### src/logic/cordic_cfg.svh
//////////////////////////////////////////////////////////////////////
// Build-time sizes of the CORDIC subsystem
// CORDIC_STAGES must stay at or below CORDIC_DATA_W - 2, otherwise
// the last shifts and arctangent entries collapse to zero
//////////////////////////////////////////////////////////////////////

`ifndef CORDIC_CFG_SVH
`define CORDIC_CFG_SVH

// Angle and result word width
`define CORDIC_DATA_W 16

// Stream ID tag width
`define CORDIC_ID_W 4

// Rotation stages, one register each
`define CORDIC_STAGES 14

`endif
### src/logic/cordic_pkg.sv
//////////////////////////////////////////////////////////////////////
// Shared types and constants of the CORDIC subsystem
// Angles are binary, a full turn spans the whole word, half scale = pi
// Results are signed with two integer bits (1.0 = 2^(DATA_W-2))
// The arctangent table is built at elaboration from real math
//////////////////////////////////////////////////////////////////////

`include "cordic_cfg.svh"

package cordic_pkg;

  // Signed binary angle, wraps modulo a full turn
  typedef logic signed [`CORDIC_DATA_W-1:0] angle_t;

  // Signed sine or cosine sample
  typedef logic signed [`CORDIC_DATA_W-1:0] sample_t;

  // Stream ID carried alongside each sample
  typedef logic [`CORDIC_ID_W-1:0] tag_t;

  // Register address, 0 = phase offset, 1 = control
  typedef logic cfg_addr_t;

  localparam real PI = 3.14159265358979323846;

  // Start value of x, pre-scaled by 1/K so the outputs land at unit gain
  localparam sample_t CORDIC_GAIN_INIT =
    sample_t'(int'(0.607253 * (2.0 ** (`CORDIC_DATA_W - 2))));

  //////////////////////////////////////////////////////////////////////
  // Arctangent table entry for stage i, in binary angle units
  //////////////////////////////////////////////////////////////////////
  function automatic angle_t atan_entry(input int stage);
    real scale;
    real rad;
    scale = 2.0 ** (`CORDIC_DATA_W - 1);
    rad   = $atan(1.0 / (2.0 ** stage));
    // Cast from real rounds to nearest
    return angle_t'(int'(rad * scale / PI));
  endfunction

endpackage

### src/logic/cordic_top.sv
//////////////////////////////////////////////////////////////////////
// CORDIC sine and cosine generator, top level
// Sample in with in_valid, sin and cos out CORDIC_STAGES + 2 cycles
// later with the same tag. No back-pressure
// Phase offset and enable are written over the cfg_req/cfg_ack port
//////////////////////////////////////////////////////////////////////

module cordic_top (
  input  logic                  clk,
  input  logic                  rst_n,
  // Sample stream in
  input  logic                  in_valid,
  input  cordic_pkg::angle_t    in_angle,
  input  cordic_pkg::tag_t      in_tag,
  // Result stream out
  output logic                  out_valid,
  output cordic_pkg::sample_t   out_sin,
  output cordic_pkg::sample_t   out_cos,
  output cordic_pkg::tag_t      out_tag,
  // Configuration write port
  input  logic                  cfg_req,
  input  cordic_pkg::cfg_addr_t cfg_addr,
  input  cordic_pkg::angle_t    cfg_wdata,
  output logic                  cfg_ack
);

  // Register block to stream block
  cordic_pkg::angle_t phase_offset;
  logic               enable;

  cordic_cfg_regs u_cfg_regs (
    .clk          (clk),
    .rst_n        (rst_n),
    .cfg_req      (cfg_req),
    .cfg_addr     (cfg_addr),
    .cfg_wdata    (cfg_wdata),
    .cfg_ack      (cfg_ack),
    .phase_offset (phase_offset),
    .enable       (enable)
  );

  cordic_stream_if u_stream_if (
    .clk          (clk),
    .rst_n        (rst_n),
    .in_valid     (in_valid),
    .in_angle     (in_angle),
    .in_tag       (in_tag),
    .phase_offset (phase_offset),
    .enable       (enable),
    .out_valid    (out_valid),
    .out_sin      (out_sin),
    .out_cos      (out_cos),
    .out_tag      (out_tag)
  );

endmodule

### src/logic/cordic_cfg_regs.sv
//////////////////////////////////////////////////////////////////////
// Configuration registers on a four-phase req/ack write port
// Address 0 is the phase offset, address 1 is control (bit 0 enable)
// The host holds addr and wdata stable while req is high and
// raises req again only once ack is low. No readback
//////////////////////////////////////////////////////////////////////

module cordic_cfg_regs (
  input  logic                  clk,
  input  logic                  rst_n,
  input  logic                  cfg_req,
  input  cordic_pkg::cfg_addr_t cfg_addr,
  input  cordic_pkg::angle_t    cfg_wdata,
  output logic                  cfg_ack,
  output cordic_pkg::angle_t    phase_offset,
  output logic                  enable
);

  // Handshake phases
  typedef enum logic {
    ST_IDLE,
    ST_ACK
  } hs_state_t;

  hs_state_t state_q;

  //////////////////////////////////////////////////////////////////////
  // Handshake FSM and register writes
  //////////////////////////////////////////////////////////////////////
  always_ff @(posedge clk or negedge rst_n) begin
    if (!rst_n) begin
      state_q      <= ST_IDLE;
      phase_offset <= '0;
      enable       <= 1'b1;
    end else begin
      case (state_q)
        ST_IDLE: begin
          // Request seen so write once and raise ack
          if (cfg_req) begin
            state_q <= ST_ACK;
            if (cfg_addr == cordic_pkg::cfg_addr_t'(0)) begin
              phase_offset <= cfg_wdata;
            end else begin
              enable <= cfg_wdata[0];
            end
          end
        end
        ST_ACK: begin
          // Wait for the host to drop req
          if (!cfg_req) begin
            state_q <= ST_IDLE;
          end
        end
        default: begin
          state_q <= ST_IDLE;
        end
      endcase
    end
  end

  // Ack is the FSM phase itself
  assign cfg_ack = (state_q == ST_ACK);

  // Ack never rises while req is low
  a_ack_needs_req : assert property (@(posedge clk) disable iff (!rst_n)
    $rose(cfg_ack) |-> cfg_req);

  // Host starts a new cycle only after ack is back low
  a_req_after_ack : assert property (@(posedge clk) disable iff (!rst_n)
    $rose(cfg_req) |-> !cfg_ack);

endmodule

### src/logic/cordic_stream_if.sv
//////////////////////////////////////////////////////////////////////
// Streaming wrapper around the CORDIC rotator
// Adds the phase offset, folds the angle into -pi/2 .. +pi/2 and
// undoes the fold on the results
// Latency is CORDIC_STAGES + 2 cycles, no back-pressure, the output
// must be taken whenever out_valid is high
//////////////////////////////////////////////////////////////////////

`include "cordic_cfg.svh"

module cordic_stream_if (
  input  logic                clk,
  input  logic                rst_n,
  input  logic                in_valid,
  input  cordic_pkg::angle_t  in_angle,
  input  cordic_pkg::tag_t    in_tag,
  input  cordic_pkg::angle_t  phase_offset,
  input  logic                enable,
  output logic                out_valid,
  output cordic_pkg::sample_t out_sin,
  output cordic_pkg::sample_t out_cos,
  output cordic_pkg::tag_t    out_tag
);

  localparam int STAGES = `CORDIC_STAGES;
  localparam int MSB    = `CORDIC_DATA_W - 1;

  // Half a turn, i.e. pi
  localparam cordic_pkg::angle_t HALF_TURN = {1'b1, {MSB{1'b0}}};

  cordic_pkg::angle_t  sum_c;
  cordic_pkg::angle_t  angle_c;
  logic                fold_c;

  // Input register
  logic                valid_q;
  cordic_pkg::angle_t  angle_q;
  cordic_pkg::tag_t    tag_q;
  logic                fold_q;

  // Side band shift line matching the rotator depth
  logic [STAGES-1:0]   valid_line;
  logic [STAGES-1:0]   fold_line;
  cordic_pkg::tag_t    tag_line [0:STAGES-1];

  cordic_pkg::sample_t raw_sin;
  cordic_pkg::sample_t raw_cos;

  //////////////////////////////////////////////////////////////////////
  // Offset and quadrant fold
  //////////////////////////////////////////////////////////////////////

  // Wraps modulo a full turn
  assign sum_c   = in_angle + phase_offset;
  // Top bits differ means outside +-pi/2
  assign fold_c  = sum_c[MSB] ^ sum_c[MSB-1];
  assign angle_c = fold_c ? sum_c - HALF_TURN : sum_c;

  always_ff @(posedge clk or negedge rst_n) begin
    if (!rst_n) begin
      valid_q    <= 1'b0;
      valid_line <= '0;
    end else begin
      // Disabled samples are dropped here
      valid_q    <= in_valid & enable;
      valid_line <= {valid_line[STAGES-2:0], valid_q};
    end
  end

  always_ff @(posedge clk) begin
    angle_q      <= angle_c;
    tag_q        <= in_tag;
    fold_q       <= fold_c;
    tag_line[0]  <= tag_q;
    fold_line[0] <= fold_q;
    for (int i = 1; i < STAGES; i++) begin
      tag_line[i]  <= tag_line[i-1];
      fold_line[i] <= fold_line[i-1];
    end
  end

  cordic_rotator u_rotator (
    .clk     (clk),
    .rst_n   (rst_n),
    .angle   (angle_q),
    .raw_sin (raw_sin),
    .raw_cos (raw_cos)
  );

  //////////////////////////////////////////////////////////////////////
  // Un-fold and output register
  //////////////////////////////////////////////////////////////////////
  always_ff @(posedge clk or negedge rst_n) begin
    if (!rst_n) begin
      out_valid <= 1'b0;
      out_sin   <= '0;
      out_cos   <= '0;
    end else begin
      out_valid <= valid_line[STAGES-1];
      if (!valid_line[STAGES-1]) begin
        // Idle data stays at zero
        out_sin <= '0;
        out_cos <= '0;
      end else if (fold_line[STAGES-1]) begin
        // Rotation by pi negates both results
        out_sin <= -raw_sin;
        out_cos <= -raw_cos;
      end else begin
        out_sin <= raw_sin;
        out_cos <= raw_cos;
      end
    end
  end

  always_ff @(posedge clk) begin
    out_tag <= tag_line[STAGES-1];
  end

  // Tag must have travelled the whole line with its sample
  a_tag_known : assert property (@(posedge clk) disable iff (!rst_n)
    out_valid |-> !$isunknown(out_tag));

endmodule

### src/logic/cordic_rotator.sv
//////////////////////////////////////////////////////////////////////
// Rotation-mode CORDIC pipeline, one register per stage
// Latency is CORDIC_STAGES cycles, a new angle may enter every cycle
// The input angle must already lie within -pi/2 .. +pi/2, the
// caller folds it into that range
//////////////////////////////////////////////////////////////////////

`include "cordic_cfg.svh"

module cordic_rotator (
  input  logic                clk,
  input  logic                rst_n,
  input  cordic_pkg::angle_t  angle,
  output cordic_pkg::sample_t raw_sin,
  output cordic_pkg::sample_t raw_cos
);

  localparam int STAGES = `CORDIC_STAGES;
  localparam int MSB    = `CORDIC_DATA_W - 1;

  // Elaboration check on the stage count
  if (STAGES > `CORDIC_DATA_W - 2) begin : g_bad_stages
    $error("CORDIC_STAGES exceeds CORDIC_DATA_W - 2");
  end

  // Stage output registers
  cordic_pkg::sample_t x_q [0:STAGES-1];
  cordic_pkg::sample_t y_q [0:STAGES-1];
  cordic_pkg::angle_t  z_q [0:STAGES-1];

  //////////////////////////////////////////////////////////////////////
  // Micro-rotation stages
  //////////////////////////////////////////////////////////////////////
  for (genvar i = 0; i < STAGES; i++) begin : g_stage

    // Per-stage arctangent constant
    localparam cordic_pkg::angle_t ATAN_C = cordic_pkg::atan_entry(i);

    cordic_pkg::sample_t x_in;
    cordic_pkg::sample_t y_in;
    cordic_pkg::angle_t  z_in;
    cordic_pkg::sample_t x_sh;
    cordic_pkg::sample_t y_sh;
    logic                z_neg;

    // Stage 0 starts on the x axis at 1/K, later stages chain on
    if (i == 0) begin : g_first
      assign x_in = cordic_pkg::CORDIC_GAIN_INIT;
      assign y_in = '0;
      assign z_in = angle;
    end else begin : g_next
      assign x_in = x_q[i-1];
      assign y_in = y_q[i-1];
      assign z_in = z_q[i-1];
    end

    // Arithmetic shifts keep the sign
    assign x_sh  = x_in >>> i;
    assign y_sh  = y_in >>> i;

    // d = -1 only for a strictly negative residual angle
    assign z_neg = z_in[MSB];

    always_ff @(posedge clk or negedge rst_n) begin
      if (!rst_n) begin
        x_q[i] <= '0;
        y_q[i] <= '0;
        z_q[i] <= '0;
      end else if (z_neg) begin
        // Rotate clockwise
        x_q[i] <= x_in + y_sh;
        y_q[i] <= y_in - x_sh;
        z_q[i] <= z_in + ATAN_C;
      end else begin
        // Rotate counter-clockwise
        x_q[i] <= x_in - y_sh;
        y_q[i] <= y_in + x_sh;
        z_q[i] <= z_in - ATAN_C;
      end
    end

  end

  // Final vector, y is sine and x is cosine
  assign raw_sin = y_q[STAGES-1];
  assign raw_cos = x_q[STAGES-1];

endmodule

### config.mk
export PLATFORM = sky130hd
export DESIGN_NAME = cordic_top
export DESIGN_NICKNAME = d
export VERILOG_FILES = /design/src/logic/cordic_pkg.sv /design/src/logic/cordic_top.sv /design/src/logic/cordic_cfg_regs.sv /design/src/logic/cordic_stream_if.sv /design/src/logic/cordic_rotator.sv
export VERILOG_INCLUDE_DIRS = /design/src /design/src/logic
export SDC_FILE = /design/constraint.sdc
export NUM_CORES = 2
export LEC_CHECK = 0
export BUFFER_PORTS_ARGS = -buffer_cell sky130_fd_sc_hd__buf_2
export CORE_ASPECT_RATIO = 0.6
export CORE_MARGIN = 5
export CORE_UTILIZATION = 50
export DETAILED_ROUTE_END_ITERATION = 8
export MAX_ROUTING_LAYER = met4
export PLACE_DENSITY_LB_ADDON = 0.1
export SYNTH_ARGS = -nofsm -noshare
export SYNTH_HDL_FRONTEND = slang
export SYNTH_HIERARCHICAL = 1
export SYNTH_SLANG_ARGS = --single-unit
### constraint.sdc
create_clock -name clk -period 3.4 [get_ports clk]
set_input_delay 0.34 -clock clk [delete_from_list [all_inputs] [get_ports clk]]
set_output_delay 0.34 -clock clk [all_outputs]
set_load 0.01 [all_outputs]
==> results.py <==
metrics = {
    "run_status": {
        "status": "completed",
    },
    "synth": {
        "synthTopCellsByArea": "dfrtp_1 34%, ha_1 16%, xnor2_1 7.5%, a21oi_1 4.5%, dfxtp_1 3.8%",
        "synth_cell_types": 97,
        "synth_ff_type": "dfrtp_1",
        "synth-async-reset-ratio_pct": 87.81,
        "synthDominantCellAreaShare_pct": 34.03,
        "synth_common_cells": "676 x dfrtp_1, 631 x ha_1, 451 x a21oi_1, 428 x xnor2_1, 388 x nor2_1",
        "yosysSeqAreaShare_pct": 37.87,
        "synth_edf_count": 0,
        "synth-seq-cells": 771,
        "syn_inst": 5048,
        "yosysTopAreaCell": "dfrtp_1",
        "synth_nets": 5760,
        "ys_warn_count": 6,
        "syn_area_um2": 49700,
        "postSynthAreaPerCell_um2": 9.846,
        "yosysMostFrequentCell": "dfrtp_1",
    },
    "grt": {
        "antenna_found_initial": 1,
        "grt_pass1_wl_um": 188700,
        "globalRouteTotalUtil_pct": 22.29,
        "grt_overflow": 0,
        "grt_max_degree": 98,
        "grt_pass1_vias": 35120,
    },
    "route": {
        "wl_per_cell_um": 17.17,
        "dr.pass1.iters": 6,
        "drc_errors": 0,
        "vias_per_cell": 5.583,
        "wirelength_um": 114600,
        "drtIter0Drc": 3187,
        "vias": 37270,
        "antenna_left": 0,
    },
    "sta": {
        "finalMaxSlewViolations": 0,
        "maxSlewHeadroom_pct": 44.58,
        "finalHoldViolations": 0,
        "rsz0062_at_grt": "yes",
        "timing.hold.ws_ns": 0.09136,
        "tightest_slew_ns": 0.8304,
        "finalWorstSetupSlack_ns": 0.05317,
        "setup_viol": 0,
        "max_freq_ghz": 0.2988,
        "finalClockSkew_ns": 0.02304,
        "fin_crit_ns": 3.347,
        "fin_crit_sh_pct": 98.44,
    },
    "setup_path": {
        "cp.required_ns": 3.91,
        "worst_setup_path_end_kind": "flip-flop",
        "path_max_fanout": 4,
        "worstPathArrival_ns": 3.86,
        "crit_type": "reg2reg",
        "critPathLaunchType": "flip-flop",
    },
    "die": {
        "die_x_um": 417.0,
        "die_y_um": 254.2,
        "num_io_pins": 79,
        "start_util_pct": 50.49,
        "core_area_um2": 98440,
        "die_area_um2": 106000,
        "floorplan.rows": 89,
    },
    "clock_network": {
        "cts_tree": "yes",
        "clkLatencyLatePin_ns": 0.65,
        "clock_sinks": 771,
        "clockRootBuffer": "clkbuf_16",
        "cts_buffers": 77,
        "clk_transition_reported_paths_ns": 0.06,
        "ctsHtreeMaxLevel": 3,
        "clockBufferDepth": 3,
    },
    "cells_and_area": {
        "design_area_um2": 55710,
        "fillers": 8618,
        "regArea_um2": 18830,
        "multi_input_area_um2": 29730,
        "syn2layout_area_growth_pct": 12.10,
        "drive_above_1_share_pct": 8.459,
        "nets": 6005,
    },
    "place": {
        "gp_congestion": 0.8995,
        "dp.final_hpwl_um": 90070,
        "placed_cell_area_um2": 52500,
        "dpl_worst_slack_ns": 0.05848,
        "io_buffers": 78,
    },
    "worst_hold_path": {
        "holdCritPathClass": "in2reg",
    },
    "job": {
        "max_cap_viol_count": 0,
    },
}
sequential cells by signal, summed over array words and instances (netlist names):
register / count
u_cfg_regs/enable: 1
u_stream_if/out_cos: 16
u_stream_if/u_rotator/g_stage.y_in: 195
u_stream_if/u_rotator/raw_sin: 16
u_stream_if/angle_q: 15
u_stream_if/out_sin: 16
u_stream_if/out_valid: 1
u_stream_if/u_rotator/g_stage.z_in: 193
u_stream_if/u_rotator/raw_cos: 16
u_stream_if/valid_line: 14
u_stream_if/fold_q: 1
u_stream_if/tag_q: 4
u_cfg_regs/phase_offset: 16
u_cfg_regs/cfg_ack: 1
u_stream_if/fold_line: 14
u_stream_if/tag_line: 56
u_stream_if/valid_q: 1
u_stream_if/out_tag: 4
u_stream_if/u_rotator/g_stage.x_in: 191
area by class of cell:
cell class | count | share of cell area (%)
inverter | 290 | 1.954
tap | 1319 | 2.962
antenna | 1 | 0.004491
sequential | 771 | 33.80
clock buffer | 103 | 3.964
multi-input combinational | 3926 | 53.37
timing repair buffer | 227 | 2.996
clock inverter | 38 | 0.9589
path summary, 6_finish.rpt:
kind	cells after the start	slack [ns]	to	start
setup reg to reg	13	0.05	u_stream_if/u_rotator/g_stage[9].y_in[15]	u_stream_if/u_rotator/g_stage[8].x_in[8]
min in group asynchronous	2	0.26	u_cfg_regs/phase_offset[11]	rst_n
max in group asynchronous	3	2.09	u_stream_if/u_rotator/g_stage[9].y_in[3]	rst_n
hold / removal	3	0.09	u_stream_if/angle_q[8]	in_angle[8]
setup / recovery	13	0.05	u_stream_if/u_rotator/g_stage[9].y_in[15]	u_stream_if/u_rotator/g_stage[8].x_in[8]
hold reg to reg	0	0.32	u_stream_if/out_tag[1]	u_stream_if/tag_line[13][1]
layout by cell type, fill, tap and decap left out, types with 19 or more instances in the layout:
cell / instances
nor2_1: 388
dfxtp_1: 94
o211ai_1: 53
nor3_1: 106
fa_1: 40
mux2_2: 37
and2_1: 38
clkbuf_16: 80
and3_1: 47
nor4_1: 19
o41ai_1: 19
ha_1: 630
buf_4: 117
a21o_1: 164
dfrtp_1: 672
nand2_1: 250
nor2b_1: 61
o21a_1: 71
o21ai_1: 44
inv_1: 287
o21bai_1: 62
a211oi_1: 60
or3_1: 26
xnor2_1: 428
dlygate4sd3_1: 25
a31oi_1: 56
buf_2: 77
mux2i_1: 35
a21oi_1: 445
o21ai_0: 203
nand3_1: 80
xor2_1: 196
nand4_1: 19
nand2b_1: 56
metrics by stage:
stage	TNS (ns)	utilization (%)	instances
floorplan	0	-	5048
global placement	0	53.34	6507
detailed placement	0	53.34	6507
CTS	0	56.38	6673
global route	-0.08033	56.60	6674
finish	0	56.60	6675
timing repair:
item | in CTS | in global routing
endpoints found under the setup margin | 1 | 36
resized for setup | 1 | 46
pin swaps | 0 | 8
buffers inserted | 0 | 1
hold buffers | 25 | 0
endpoints found under the hold margin | 83 | 0
kinds of logic (layout without fill, tap and decap cells):
group,count (synthesis),in the layout,synth area share (%)
other cells,1,2,0.007545
mux,73,73,1.571
simple gates,1188,1188,11.62
fa+ha+maj,671,671,17.50
flops,771,771,37.87
buf+inv,351,658,2.716
xor+xnor,626,626,11.07
compound gates,1367,1367,17.64
per-layer routing:
metal  part of all wire [%]  wire length, um  track usage (%)
met1                     55            62930            36.10
met2                     38            43170            28.74
met3                    6.0             6929            4.171
met4                    1.4             1596            3.374
met5                      0                0                -
critical path: stages, from the launching register on:
cell and delay [ns]:
dfrtp_1 0.52, inv_1 0.08, ha_1 0.21, nor2b_1 0.16, a211oi_1 0.29, buf_4 0.19, a21oi_1 0.04, ha_1 0.39
a21oi_1 0.31, o21ai_0 0.14, a211oi_1 0.37, buf_4 0.20, o311ai_1 0.13, xnor2_1 0.17
Power is left out: the tool's default activity adds up to more than one toggle a clock period on the data nets, which glitch-free logic cannot reach.
